$ cat config.mk
export PLATFORM = sky130hd
export DESIGN_NAME = cpu_mmu_top
export DESIGN_NICKNAME = d
export VERILOG_FILES = /design/src/verilog/nd_addr_pkg.sv /design/src/verilog/nd_pte_pkg.sv /design/src/verilog/cpu_mmu_top.sv /design/src/verilog/mmu_page_table.sv /design/src/verilog/mmu_request_stage.sv /design/src/verilog/mmu_translate_stage.sv
export SDC_FILE = /design/constraint.sdc
export NUM_CORES = 1
export LEC_CHECK = 0
export CELL_PAD_IN_SITES_DETAIL_PLACEMENT = 1
export CELL_PAD_IN_SITES_GLOBAL_PLACEMENT = 1
export CORE_MARGIN = 10
export CORE_UTILIZATION = 45
export DETAILED_ROUTE_END_ITERATION = 6
export DONT_BUFFER_PORTS = 1
export MAX_ROUTING_LAYER = met4
export PLACE_DENSITY_LB_ADDON = 0.1
export SLEW_MARGIN = 20
export SYNTH_ARGS = -nofsm -noshare
export SYNTH_HDL_FRONTEND = slang
export SYNTH_SLANG_ARGS = --single-unit
$ cat constraint.sdc
create_clock -name sysclk -period 6.7 [get_ports sysclk]
set_input_delay 0.67 -clock sysclk [delete_from_list [all_inputs] [get_ports sysclk]]
set_output_delay 0.67 -clock sysclk [all_outputs]
set_load 0.01 [all_outputs]
$ cat src/verilog/nd_addr_pkg.sv
// ND address package holding the logical and physical address formats
package nd_addr_pkg;

  localparam int PAGE_W   = 6;               // Logical page number width
  localparam int OFFSET_W = 10;              // Word offset within a page
  localparam int PPN_W    = 14;              // Physical page number, PPN 23:10

  localparam int VADDR_W  = PAGE_W + OFFSET_W; // 16-bit logical address
  localparam int PADDR_W  = PPN_W + OFFSET_W;  // 24-bit physical address

  localparam int PT_DEPTH = 1 << PAGE_W;     // One entry per logical page

  // Logical address, page above offset
  typedef logic [VADDR_W-1:0] vaddr_t;

  typedef logic [PAGE_W-1:0] page_t;         // Logical page number
  typedef logic [OFFSET_W-1:0] offset_t;     // Word offset

  typedef logic [PPN_W-1:0] ppn_t;           // Physical page number

  // Physical address, PPN above offset
  typedef logic [PADDR_W-1:0] paddr_t;

endpackage

$ cat src/verilog/nd_pte_pkg.sv
// ND page table entry package with permit bits and fault codes
package nd_pte_pkg;

  localparam int PTE_W = 16;                 // Entry word, same width as IDB

  // Permit bit positions, PPN sits below them
  localparam int PTE_WPM_BIT = 15;           // Write permit
  localparam int PTE_RPM_BIT = 14;           // Read permit

  typedef logic [PTE_W-1:0] pte_t;           // Page table entry

  localparam int FAULT_W = 2;

  typedef logic [FAULT_W-1:0] fault_t;       // Fault code of a response

  // Fault codes
  localparam fault_t FAULT_NONE  = 2'd0;     // Access allowed
  localparam fault_t FAULT_READ  = 2'd1;     // Read without RPM
  localparam fault_t FAULT_WRITE = 2'd2;     // Write without WPM

endpackage
$ cat src/verilog/cpu_mmu_top.sv
// CPU MMU top level, two-stage address translation with page table
`timescale 1ns/1ps

module cpu_mmu_top (
  input  logic                sysclk,     // System clock
  input  logic                rst,        // Sync reset, active high

  // Request side
  input  logic                req_valid,
  output logic                req_ready,
  input  nd_addr_pkg::vaddr_t req_vaddr,  // Logical address
  input  logic                req_write,  // 1 = write
  input  logic                poni,       // Paging on

  // Page table load, stands in for IDB
  input  logic                pt_load,
  input  nd_addr_pkg::page_t  pt_index,
  input  nd_pte_pkg::pte_t    pt_entry,

  // Response side
  output logic                rsp_valid,
  input  logic                rsp_ready,
  output nd_addr_pkg::paddr_t rsp_paddr,  // Physical address
  output nd_pte_pkg::fault_t  rsp_fault   // Fault code
);

  // Page table read path
  logic                 rd_en;
  nd_addr_pkg::page_t   rd_page;
  nd_pte_pkg::pte_t     rd_entry;

  // Stage link
  logic                 s1_valid;
  logic                 s1_ready;
  nd_addr_pkg::page_t   s1_page;
  nd_addr_pkg::offset_t s1_offset;
  logic                 s1_write;
  logic                 s1_poni;

  mmu_request_stage u_req (
    .sysclk   (sysclk),
    .rst      (rst),
    .req_valid(req_valid),
    .req_ready(req_ready),
    .req_vaddr(req_vaddr),
    .req_write(req_write),
    .poni     (poni),
    .rd_en    (rd_en),
    .rd_page  (rd_page),
    .s1_valid (s1_valid),
    .s1_ready (s1_ready),
    .s1_page  (s1_page),
    .s1_offset(s1_offset),
    .s1_write (s1_write),
    .s1_poni  (s1_poni)
  );

  mmu_page_table u_pt (
    .sysclk  (sysclk),
    .pt_load (pt_load),
    .pt_index(pt_index),
    .pt_entry(pt_entry),
    .rd_en   (rd_en),
    .rd_page (rd_page),
    .rd_entry(rd_entry)             // Aligned with the held request
  );

  mmu_translate_stage u_xlt (
    .sysclk   (sysclk),
    .rst      (rst),
    .s1_valid (s1_valid),
    .s1_ready (s1_ready),
    .s1_page  (s1_page),
    .s1_offset(s1_offset),
    .s1_write (s1_write),
    .s1_poni  (s1_poni),
    .rd_entry (rd_entry),
    .rsp_valid(rsp_valid),
    .rsp_ready(rsp_ready),
    .rsp_paddr(rsp_paddr),
    .rsp_fault(rsp_fault)
  );

endmodule

$ cat src/verilog/mmu_page_table.sv
// MMU page table, 64 entries with a load port and a registered read port
`timescale 1ns/1ps

module mmu_page_table (
  input  logic               sysclk,    // System clock
  input  logic               pt_load,   // Load strobe, IDB side
  input  nd_addr_pkg::page_t pt_index,  // Entry to load
  input  nd_pte_pkg::pte_t   pt_entry,  // New entry word
  input  logic               rd_en,     // Read strobe from request stage
  input  nd_addr_pkg::page_t rd_page,   // Logical page to look up
  output nd_pte_pkg::pte_t   rd_entry   // Entry, one cycle after rd_en
);

  // Mapping RAM, undefined until loaded
  nd_pte_pkg::pte_t pt_mem [nd_addr_pkg::PT_DEPTH];

  // Load port
  always_ff @(posedge sysclk) begin
    if (pt_load) begin
      pt_mem[pt_index] <= pt_entry;     // Written on the load edge
    end
  end

  // Read port, old entry on a same-edge collision
  always_ff @(posedge sysclk) begin
    if (rd_en) begin
      rd_entry <= pt_mem[rd_page];      // Holds while rd_en is low
    end
  end

endmodule

$ cat src/verilog/mmu_request_stage.sv
// MMU request stage, accepts requests and starts the page table lookup
`timescale 1ns/1ps

module mmu_request_stage (
  input  logic                 sysclk,     // System clock
  input  logic                 rst,        // Sync reset, active high
  input  logic                 req_valid,  // Request present
  output logic                 req_ready,  // Stage can take a request
  input  nd_addr_pkg::vaddr_t  req_vaddr,  // Logical address
  input  logic                 req_write,  // 1 = write, 0 = read
  input  logic                 poni,       // Paging on for this request
  output logic                 rd_en,      // Page table read strobe
  output nd_addr_pkg::page_t   rd_page,    // Page table index
  output logic                 s1_valid,   // Item held for translate stage
  input  logic                 s1_ready,   // Translate stage can take it
  output nd_addr_pkg::page_t   s1_page,    // Held logical page
  output nd_addr_pkg::offset_t s1_offset,  // Held word offset
  output logic                 s1_write,   // Held write flag
  output logic                 s1_poni     // Held paging mode
);

  logic accept;                            // Request taken this edge

  nd_addr_pkg::page_t   req_page;
  nd_addr_pkg::offset_t req_offset;

  // Address split, page above offset
  assign req_page   = req_vaddr[nd_addr_pkg::VADDR_W-1:nd_addr_pkg::OFFSET_W];
  assign req_offset = req_vaddr[nd_addr_pkg::OFFSET_W-1:0];

  assign req_ready = !s1_valid || s1_ready; // Empty or item leaving
  assign accept    = req_valid && req_ready;

  // Lookup starts with the accept, entry lines up with the held item
  assign rd_en   = accept;
  assign rd_page = req_page;

  always_ff @(posedge sysclk) begin
    if (rst) begin
      s1_valid <= 1'b0;
    end else if (accept) begin
      s1_valid <= 1'b1;                    // New item replaces the old
    end else if (s1_ready) begin
      s1_valid <= 1'b0;                    // Item left, nothing new
    end
  end

  // Payload, loaded only on accept
  always_ff @(posedge sysclk) begin
    if (accept) begin
      s1_page   <= req_page;
      s1_offset <= req_offset;
      s1_write  <= req_write;
      s1_poni   <= poni;                   // Mode travels with the item
    end
  end

endmodule

$ cat src/verilog/mmu_translate_stage.sv
// MMU translate stage, builds the physical address and checks permits
`timescale 1ns/1ps

module mmu_translate_stage (
  input  logic                 sysclk,     // System clock
  input  logic                 rst,        // Sync reset, active high
  input  logic                 s1_valid,   // Item from request stage
  output logic                 s1_ready,   // Response register free
  input  nd_addr_pkg::page_t   s1_page,    // Logical page
  input  nd_addr_pkg::offset_t s1_offset,  // Word offset
  input  logic                 s1_write,   // 1 = write
  input  logic                 s1_poni,    // Paging on
  input  nd_pte_pkg::pte_t     rd_entry,   // Entry for the held item
  output logic                 rsp_valid,  // Response present
  input  logic                 rsp_ready,  // Outside takes the response
  output nd_addr_pkg::paddr_t  rsp_paddr,  // Physical address
  output nd_pte_pkg::fault_t   rsp_fault   // Fault code
);

  nd_addr_pkg::ppn_t  ppn;                 // Chosen physical page
  nd_addr_pkg::ppn_t  lapa_ppn;            // Bypass page, paging off
  nd_pte_pkg::fault_t fault;               // Permit check result
  logic               wpm;
  logic               rpm;
  logic               take;                // Item moves in this edge

  // Permit bits of the entry
  assign wpm = rd_entry[nd_pte_pkg::PTE_WPM_BIT];
  assign rpm = rd_entry[nd_pte_pkg::PTE_RPM_BIT];

  // Old LAPA path, logical page zero-extended
  assign lapa_ppn = {{(nd_addr_pkg::PPN_W - nd_addr_pkg::PAGE_W){1'b0}}, s1_page};

  // PPN select
  always_comb begin
    if (s1_poni) begin
      ppn = rd_entry[nd_addr_pkg::PPN_W-1:0]; // From the page table
    end else begin
      ppn = lapa_ppn;
    end
  end

  // Permit check, only with paging on
  always_comb begin
    fault = nd_pte_pkg::FAULT_NONE;
    if (s1_poni) begin
      if (s1_write && !wpm) begin
        fault = nd_pte_pkg::FAULT_WRITE;   // Write-protected page
      end else if (!s1_write && !rpm) begin
        fault = nd_pte_pkg::FAULT_READ;    // Read-protected page
      end
    end
  end

  // No skid buffer, ready follows the output side
  assign s1_ready = !rsp_valid || rsp_ready;
  assign take     = s1_valid && s1_ready;

  always_ff @(posedge sysclk) begin
    if (rst) begin
      rsp_valid <= 1'b0;
    end else if (s1_ready) begin
      rsp_valid <= s1_valid;               // Load or drain the register
    end
  end

  // Response payload, held under back-pressure
  always_ff @(posedge sysclk) begin
    if (take) begin
      rsp_paddr <= {ppn, s1_offset};       // PPN 23:10, offset 9:0
      rsp_fault <= fault;
    end
  end

endmodule

# Word level (Yosys, flattened, before mapping)
# Memories as Yosys holds them, arrays and structs flattened. A register that Yosys moved wholly into a read port is not among the register bits.
# Index checks and enable logic that the tools add are counted.
# op_classes
reduce_logical	13
muxes	7
bitwise_logic	1
# op_table
cell	count
$mux W6	1
$logic_not A1 Y1	5
$mux W1	5
$logic_and A1 B1 Y1	4
$logic_or A1 B1 Y1	2
$mux W2	1
$reduce_bool A2 Y1	1
$reduce_or A2 Y1	1
$not A1 Y1	1
# totals
reg_bits	46
inputBits	45
wordCells	32
memories	1
mem_bits_rw	1024
# mem_list
name	depth	width	rd	rd_ports_with_merged_regs	wr	line_no	text
u_pt.pt_mem	64	16	1	1	1	mmu_page_table.sv:15	nd_pte_pkg::pte_t pt_mem [nd_addr_pkg::PT_DEPTH];

# Logic depth before layout (Yosys ltp)
# Gate-level depths: netlist of run 1.
# logic_depth
word_depth	5
mapped_depth	9
ltp_nobuf	5

# Hierarchy
# From an unflattened synthesis of run 1, not the netlist that was laid out.
# hier_totals
hier_cells	1908
area_unflattened_um2	41861.4
# modules_own_cells
module	instances	seq_area_each_um2	area_each_um2	cells_per_inst
mmu_page_table	1	31230.0	40202.3	1829
mmu_translate_stage	1	800.8	1018.5	50
mmu_request_stage	1	560.5	640.6	29

# Worst setup path before layout of run 1
# Ideal clock, no wire load.
# synth_path
kind	input-to-reg
start	input pt_index[3]
end	memory u_pt.pt_mem[48][0] (netlist bit), enable pin
stages	4
required_time_ns	6.291
path_slack_ns	3.964
arrival_time_ns	2.326
setup_time_ns	0.409
path_cell_list	clkbuf_1 > nor2b_1 > nand4b_1 > nor3_1
# synth_rtl
item	line_no	text
from (decl)	cpu_mmu_top.sv:17	input nd_addr_pkg::page_t pt_index,
to (decl)	mmu_page_table.sv:15	
# Straight into the memory's write port.

==> run_results.csv, run 1 <==
group,metric,value,unit
outcome,status,"completed",
drt,route.vias.total,19300,
critical_path,critPathBufInv,0,
layout,final_layout_size_suffix_gt1_share,24.2,%
layout,syn_to_final_growth,12.2,%
clocking,cts_hold_buffers,0,
synth,synth_seq_area_share,78.6,%
synth,synth_top_family_by_area,"multiplexers",
synth,ys_ff_latch,1086,
global_route,grt_pass1_vias,20200,
synth,yosys-top-cells-count,"edfxtp_1, mux4_2, nor2_1",
critical_path,cp_slowest_cell,"mux4_2",
critical_path,rrSetupSlack,4.33,ns
synth,yosysTopAreaCell,"edfxtp_1",
min_path,hold_path.class,"in2reg",
power,power_density,305,nW/um^2
sta,rsz0062_at_grt,"false",
clocking,htreeDepth,3,
clocking,post_cts_buffers,0,
critical_path,arrival,2.92,ns
clocking,cts_max_path_buffers,3,
sta,max_freq,397,MHz
clocking,clk_latency,0.70,ns
clocking,postCtsResizedCells,0,
synth,yosys.area_share.xor_xnor,0,%
placed_design,gp_congestion,0.812,
floorplan,start_util,45.3,%
floorplan,ios,73,
sta,whs,0.0505,ns
sta,setup_viol,0,
power,clockPowerShare,43.6,%
clocking,clockRootBuffer,"clkbuf_16",
critical_path,start_kind,"input port",
clocking,tritoncts,"built",
global_route,antenna_found_initial,8,
sta,period_minus_slack,2.52,ns
critical_path,path_cells,"mux4_2 -> mux2i_1 -> o21ai_0 -> a21oi_1 -> o31ai_1",
drt,wirelength,106000,um
synth,synth_nets,1889,
synth,yosys-mux-area-fraction,15.1,%
power,p_comb_share,3.0,%
sta,slew_violations,0,
layout,final_nets,1975,
sta,slew_headroom,32.4,%
power,p_seq_share,53.4,%
global_route,grt-ovfl-total,0,
global_route,grt_pass1_wl,152000,um
placed_design,dp_hpwl,60100,um
drt,route.detailed.drc,0,
drt,dr.pass1.iters,5,
critical_path,end_kind,"flip-flop",
sta,fin_setup_tns,0,ns
drt,vias_per_cell,6.01,
clocking,cts_inserted_buffers,113,
drt,drtIter0Drc,2069,
synth,synth_edf_count,1084,
sta,clock_skew,0.0247,ns
synth,yosysTopAreaCellShare,78.5,%
synth,avgSynthCellArea,22.5,um^2
floorplan,dieArea,105000,um^2
floorplan,dieHeight,324,um
synth,yosys-top-cells-area,"edfxtp_1, mux4_2, mux2i_1",
synth,yosysMostFrequentCell,"edfxtp_1",
floorplan,core_area,91500,um^2
synth,yosys.area_share.simple,2.19,%
sta,final-hold-violation-count,0,
sta,fin_crit_sh,37.6,%
critical_path,slowest_delay,0.68,ns
floorplan,fp-row-count,111,
drt,wire_per_inst,33.0,um
synth,synth_compound_area_share,2.62,%
synth,ys.flop_type,"edfxtp_1",
clocking,clk_pin_slew,0.06,ns
critical_path,required,7.10,ns
critical_path,crit_family,"compound AO/OA/AOI/OAI gates",
power,switchingPower,0.00279,W
floorplan,die_x,324,um
drt,ant_nets,0,
synth,synthArstFlopShare,0,%
power,peakVddDrop,0.201,mV
critical_path,critical_path_class,"in2reg",
job,drv_cap,0,
power,leakagePower,14.5,nW
global_route,grt.total_usage,21.0,%
critical_path,crit_fanout,272,
clocking,cts_sinks,1086,
placed_design,numPortBuffers,0,
global_route,grt_max_degree,273,
synth,synthCells,1844,
sta,worstMarginPinSlew,1.01,ns
power,switching_share,19.7,%
synth,ys_warn_count,0,
power,p_int,0.0114,W
synth,synth-adder-area-share,0,%
synth,yosysUniqueCellTypes,42,
synth,netlist_area,41500,um^2
==> final cells by class <==
class                      count  area (um^2)
antenna                        3         7.51
multi-input combinational    659         8270
inverter                       1         3.75
fill                        7932        45000
sequential                  1086        32600
tap                         1186         1480
clock inverter                61          552
timing repair buffer          69          518
clock buffer                 147         3110
==> flip-flops by register name (all words and copies together), names as in the netlist, 2 cells and up <==
signal / cells
u_pt.pt_mem: 1024
u_xlt.rsp_fault: 2
u_pt.rd_entry: 16
u_xlt.rsp_paddr: 24
u_req.s1_page: 6
u_req.s1_offset: 10
==> layer usage <==
| metal | global-route usage, % | share of wire (%) | vias to the layer above |
|---|---|---|---|
| met5 | - | 0 | - |
| met4 | 5.07 | 2.2 | 0 |
| met3 | 3.89 | 6.4 | 141 |
| met2 | 31.7 | 47 | 617 |
| met1 | 29.7 | 45 | 10500 |
| li1 | - | - | 7997 |
==> cell families after synthesis <==
| family | Yosys count |
|---|---|
| buffers and inverters | 99 |
| and+or+nand+nor | 182 |
| DFF | 1086 |
| AOI/OAI and AO/OA | 155 |
| muxes | 322 |
==> placed cells by master, fill, tap and decap left out, types with 14 or more instances in the layout <==
master	netlist	routed
a211oi_1	16	16
clkinv_2	0	16
o21ai_0	25	25
clkbuf_16	0	119
clkbuf_1	43	25
clkinv_1	1	27
nand2_1	14	14
mux2_2	16	16
buf_4	12	69
mux4_2	241	241
o22ai_1	32	32
nor2b_1	34	33
nand3_1	15	15
nor2_1	74	74
edfxtp_1	1084	1084
mux2i_1	65	65
a22o_1	15	15
==> final timing paths <==
path | end | startpoint | depth (start not counted)
worst max-delay path | u_pt.rd_entry[7] | req_vaddr[10] | 5
worst min register to register | u_xlt.rsp_paddr[2] | u_req.s1_offset[2] | 0
worst min-delay path | u_req.s1_valid | rst | 1
worst max register to register | u_pt.rd_entry[7] | u_pt.pt_mem[39][7] | 5
==> power by group through the flow <==
| stage | Sequential, W | Clock [W] | Combinational, W |
|---|---|---|---|
| global placement | 0.00772 | 0 | 0.000417 |
| floorplan | 0.00771 | 0 | 0.000380 |
| detailed placement | 0.00772 | 0 | 0.000418 |
| CTS | 0.00758 | 0.00632 | 0.000421 |
| finish | 0.00758 | 0.00619 | 0.000419 |
| global route | 0.00758 | 0.00662 | 0.000440 |
==> worst reg2reg max path, delay by kind of cell, from the launching register on <==
kind | cells | cell delay, ns
flops | 1 | 0.37
compound gates | 3 | 0.97
mux | 2 | 0.74
==> metrics by stage <==
step | std cells | util [%] | total power, W | cell area, um^2 | setup WS (ns)
3_5_place_dp | 3001 | 46.8 | 0.00814 | 42900 | 3.70
3_3_place_gp | 3001 | 46.8 | 0.00813 | 42900 | 3.75
4_1_cts | 3209 | 50.8 | 0.0143 | 46500 | 4.33
2_1_floorplan | 1844 | - | 0.00809 | 41500 | 3.96
6_report | 3212 | 50.9 | 0.0142 | 46500 | 4.18
5_1_grt | 3209 | 50.8 | 0.0146 | 46500 | 4.18
No activity file was read; power rests on OpenSTA's default activity.
==> run 2: changes to the inputs <==
==> constraint.sdc (replaced) <==
create_clock -name sysclk -period 2.26 [get_ports sysclk]
set_input_delay 0.226 -clock sysclk [delete_from_list [all_inputs] [get_ports sysclk]]
set_output_delay 0.226 -clock sysclk [all_outputs]
set_load 0.01 [all_outputs]
==> run_results.csv, run 2 (synthesized netlist as in run 1, its figures left out) <==
group,metric,value,unit
layout,syn_to_final_growth,16.3,%
drt,dr.pass1.iters,5,
sta,final-hold-violation-count,0,
layout,largest_reg_flops,1024,
sta,max_freq,460,MHz
layout,layout_commonest_cell,"edfxtp_1",
floorplan,ios,73,
global_route,grt-ovfl-total,0,
layout,layout_common_cells,"edfxtp_1, mux4_2, buf_4",
floorplan,start_util,45.3,%
sta,slew_violations,0,
layout,fillers,7916,
global_route,grt_max_degree,273,
clocking,clk_pin_slew,0.06,ns
floorplan,die_x,324,um
outcome,status,"completed",
sta,clock_skew,0.0274,ns
layout,final_layout_size_suffix_gt1_share,27.2,%
power,power.total,0.0426,W
sta,fin_crit_sh,96.2,%
power,peakVddDrop,0.647,mV
drt,ant_nets,0,
sta,setup_viol,0,
sta,worstMarginPinSlew,0.980,ns
floorplan,fp-row-count,111,
clocking,cts_max_path_buffers,3,
critical_path,end_kind,"flip-flop",
drt,route.detailed.drc,0,
power,power_density,882,nW/um^2
drt,wire_per_inst,32.5,um
sta,slew_headroom,34.7,%
sta,rsz0062_at_grt,"false",
layout,final_nets,2119,
drt,vias_per_cell,5.97,
critical_path,arrival,2.57,ns
global_route,grt_pass1_wl,156000,um
layout,utilization,52.7,%
layout,max_flop_register,"u_pt.pt_mem",
critical_path,r2r_start,"u_pt.pt_mem[39][6]",
placed_design,placed_cells,3083,
global_route,grt_pass1_vias,21100,
layout,biggestRegsByFlops,"u_pt.pt_mem x1024, u_xlt.rsp_paddr x24, u_pt.rd_entry x16",
critical_path,start_kind,"flip-flop",
global_route,antenna_found_initial,6,
critical_path,critical_path_class,"reg2reg",
layout,fin_cells,3356,
critical_path,crit_fanout,1,
clocking,tritoncts,"built",
clocking,post_cts_buffers,0,
layout,seqCellArea,32600,um^2
clocking,htreeDepth,3,
global_route,grt.total_usage,21.5,%
power,leakagePower,15.4,nW
min_path,hold_path.class,"in2reg",
placed_design,numPortBuffers,0,
clocking,cts_sinks,1086,
clocking,clockRootBuffer,"clkbuf_16",
critical_path,required,2.66,ns
drt,drtIter0Drc,2009,
floorplan,dieHeight,324,um
clocking,clk_latency,0.69,ns
sta,fin_setup_tns,0,ns
placed_design,gp_congestion,0.779,
floorplan,core_area,91500,um^2
floorplan,dieArea,105000,um^2
min_path,hold_start,"req_vaddr[15]",
layout,multi_input_area,8290,um^2
placed_design,dp_hpwl,59500,um
drt,wirelength,109000,um
job,drv_cap,0,
critical_path,crit_start,"u_pt.pt_mem[39][6]",
clocking,cts_inserted_buffers,114,
drt,route.vias.total,20000,
sta,period_minus_slack,2.17,ns
run 2: routing by layer:
layer / wire length (um) / part of all wire (%) / track usage (%)
met1: 48600 / 44 / 30.2
met2: 51100 / 47 / 32.4
met3: 7140 / 6.5 / 4.45
met4: 2300 / 2.1 / 5.21
met5: 0 / 0 / -
run 2: layout make-up:
cell class / instances / share of cell area, %
timing repair buffer: 212 / 4.63
sequential: 1086 / 67.5
inverter: 1 / 0.00778
clock inverter: 65 / 1.10
antenna: 2 / 0.0104
clock buffer: 145 / 6.46
tap: 1186 / 3.08
multi-input combinational: 659 / 17.2
run 2: what timing repair did:
| action | CTS | global route |
|---|---|---|
| resized for setup | 2 | 2 |
| endpoints found under the hold margin | 1121 | 3 |
| hold buffers | 60 | 2 |
| pin swaps | 0 | 1 |
| setup endpoints to repair | 2 | 3 |
run 2: through the flow:
| stage | hold slack, ns | area [um^2] | worst slack [ns] |
|---|---|---|---|
| 3_5_place_dp | 0.306 | 43700 | -0.191 |
| 3_3_place_gp | 0.301 | 43700 | -0.155 |
| 6_report | 0.0526 | 48300 | 0.0862 |
| 4_1_cts | 0.000120 | 48200 | 0.0550 |
| 5_1_grt | 0.0176 | 48200 | 0.0236 |
| 2_1_floorplan | 0.298 | 41500 | 0.0969 |
run 2: worst max-delay path, stage by stage (launching register included):
cell and delay (ns):
edfxtp_1 0.36, mux4_2 0.48, mux2i_1 0.23, o21ai_0 0.28, a21oi_2 0.31, buf_4 0.18, o31ai_1 0.07
run 2: path summary, 6_finish.rpt:
| kind | end | slack, ns | cells after the start |
|---|---|---|---|
| max | u_pt.rd_entry[6] | 0.09 | 6 |
| min | u_pt.rd_entry[15] | 0.05 | 2 |
| max reg2reg | u_pt.rd_entry[6] | 0.09 | 6 |
| min reg2reg | u_xlt.rsp_paddr[8] | 0.42 | 0 |
run 2: power by group:
part / internal, W / total (W) / switching [W]
clock: 0.0107 / 0.0183 / 0.00756
combinational: 0.000832 / 0.00185 / 0.00102
sequential: 0.0224 / 0.0225 / 0.0000777
total: 0.0339 / 0.0426 / 0.00865
==> run 3: changes to the inputs <==
--- a/config.mk
+++ b/config.mk
@@ -8,7 +8,8 @@
 export CELL_PAD_IN_SITES_DETAIL_PLACEMENT = 1
 export CELL_PAD_IN_SITES_GLOBAL_PLACEMENT = 1
 export CORE_MARGIN = 10
-export CORE_UTILIZATION = 45
+export CORE_UTILIZATION = 29
+export CTS_BUF_LIST = sky130_fd_sc_hd__clkbuf_4
 export DETAILED_ROUTE_END_ITERATION = 6
 export DONT_BUFFER_PORTS = 1
 export MAX_ROUTING_LAYER = met4
==> run_results.csv, run 3 (synthesized netlist as in run 1, its figures left out) <==
group,metric,value,unit
layout,fin_cells,4534,
sta,slew_headroom,30.1,%
clocking,cts_max_path_buffers,4,
sta,worstMarginPinSlew,1.04,ns
layout,syn_to_final_growth,22.8,%
sta,period_minus_slack,2.21,ns
sta,max_freq,452,MHz
placed_design,dp_hpwl,67900,um
global_route,use_met1,22.6,%
floorplan,ios,73,
critical_path,rrSetupSlack,0.05,ns
global_route,grt_max_degree,155,
layout,final_nets,2461,
power,peakVddDrop,0.475,mV
sta,whs,0.0927,ns
critical_path,crit_fanout,1,
layout,fillers,14000,
critical_path,r2r_end,"u_pt.rd_entry[14]",
global_route,grtUsageMet2,28.0,%
drt,wire_per_inst,30.2,um
sta,final-hold-violation-count,0,
floorplan,dieArea,159000,um^2
critical_path,cp_slowest_cell,"dlygate4sd3_1",
drt,route.vias.total,22100,
critical_path,required,3.27,ns
power,p_comb_share,5.9,%
clocking,clk_pin_slew,0.07,ns
drt,ant_nets,0,
sta,setup_ws,0.0468,ns
floorplan,dieHeight,398,um
power,p_int,0.0329,W
floorplan,start_util,29.3,%
global_route,antenna_found_initial,18,
placed_design,numPortBuffers,0,
drt,drtIter0Drc,1684,
floorplan,core_area,142000,um^2
power,p_seq_share,52.5,%
placed_design,gp_congestion,0.744,
placed_design,place_ws,-0.161,ns
sta,fin_crit_sh,97.9,%
drt,dr.pass1.iters,5,
job,drv_cap,0,
global_route,grt_pass1_vias,24200,
global_route,grt-ovfl-total,0,
layout,final_layout_size_suffix_gt1_share,37.3,%
power,power_density,839,nW/um^2
layout,max_flop_register,"u_pt.pt_mem",
clocking,clockRootBuffer,"clkbuf_4",
clocking,cts_inserted_buffers,320,
critical_path,start_kind,"flip-flop",
drt,route.detailed.drc,0,
sta,slew_violations,0,
critical_path,path_cells,"mux4_2 -> dlygate4sd3_1 -> a22oi_2 -> nand3_2 -> a32o_1",
clocking,clk_latency,1.28,ns
drt,vias_per_cell,4.88,
layout,biggestRegsByFlops,"u_pt.pt_mem x1024, u_xlt.rsp_paddr x24, u_pt.rd_entry x16",
min_path,whs_endpoint,"u_pt.pt_mem[49][10]",
critical_path,arrival,3.23,ns
global_route,top_usage_layer,"met2",
global_route,met3_usage,3.18,%
sta,clock_skew,0.121,ns
layout,largest_reg_flops,1024,
power,clockPowerShare,41.6,%
global_route,grt.total_usage,17.6,%
global_route,grt_pass1_wl,189000,um
critical_path,r2r_start,"u_pt.pt_mem[40][14]",
layout,utilization,35.9,%
drt,wirelength,137000,um
clocking,htreeDepth,5,
floorplan,fp-row-count,138,
floorplan,die_x,398,um
clocking,tritoncts,"built",
critical_path,worstRegToRegCells,5,
layout,layout_commonest_cell,"edfxtp_1",
critical_path,critPathBufInv,1,
min_path,hold_start,"pt_index[4]",
layout,layout_common_cells,"edfxtp_1, clkbuf_4, mux4_2",
critical_path,end_kind,"flip-flop",
clocking,cts_sinks,1086,
sta,setup_viol,0,
min_path,whs_path_depth,4,
critical_path,slowest_delay,0.58,ns
min_path,hold_path.class,"in2reg",
outcome,status,"completed",
critical_path,critical_path_class,"reg2reg",
power,leakagePower,16.6,nW
critical_path,crit_family,"buffers and inverters",
placed_design,placed_cells,3811,
power,switchingPower,0.00990,W
power,switching_share,23.1,%
[run 3: area by class of cell]
type,instances,area (um^2),area share (%)
Multi-Input combinational cell,659,8320,16.3
Tap cell,1890,2360,4.64
Clock inverter,67,283,0.555
Antenna cell,19,47.5,0.0933
Timing Repair Buffer,348,3860,7.57
Sequential cell,1086,32600,64.0
Inverter,1,3.75,0.00737
Clock buffer,464,3480,6.84
[run 3: worst max-delay path by stage]
stage	end	cells past startpoint	slack, ns	from
floorplan	u_pt.rd_entry[14]	8	0.1	req_vaddr[10]
global placement	u_pt.rd_entry[12]	5	-0.12	req_vaddr[10]
detailed placement	u_pt.rd_entry[12]	5	-0.16	req_vaddr[10]
CTS	u_pt.pt_mem[49][14]	6	0.007	pt_index[0]
global route	req_ready	2	-0.04	u_xlt.rsp_valid
finish	u_pt.rd_entry[14]	5	0.05	u_pt.pt_mem[40][14]
[run 3: worst reg2reg max path, stage by stage (launching register included)]
cell and delay [ns]:
edfxtp_1 0.37, mux4_2 0.45, dlygate4sd3_1 0.58, a22oi_2 0.20
nand3_2 0.10, a32o_1 0.26
[run 3: metal layers]
| metal | share of wire, % | wire length, um |
|---|---|---|
| met5 | 0 | 0 |
| met4 | 3.3 | 4450 |
| met3 | 4.9 | 6720 |
| met2 | 49 | 66800 |
| met1 | 43 | 58700 |
[run 3: power groups by stage]
stage	Clock [W]	Sequential, W	Combinational, W
floorplan	0	0.0229	0.00113
global placement	0	0.0229	0.00138
detailed placement	0	0.0229	0.00137
CTS	0.0185	0.0225	0.00256
global route	0.0196	0.0225	0.00266
finish	0.0178	0.0225	0.00251
[run 3: through the flow]
step / instance area (um^2) / TNS [ns] / total power (W)
after global placement: 44700 / -0.193 / 0.0243
after floorplan: 41500 / 0 / 0.0240
after detailed placement: 44700 / -0.280 / 0.0243
after CTS: 50900 / 0 / 0.0435
after global routing: 50900 / -0.0486 / 0.0447
final: 51000 / 0 / 0.0428
[run 3: what timing repair did]
| action | 4_1_cts | 5_1_grt |
|---|---|---|
| setup buffers | 1 | 0 |
| hold buffers | 172 | 3 |
| pin swaps | 0 | 1 |
| endpoints found under the hold margin | 2144 | 21 |
| resized for setup | 4 | 4 |
| endpoints found under the setup margin | 1 | 36 |
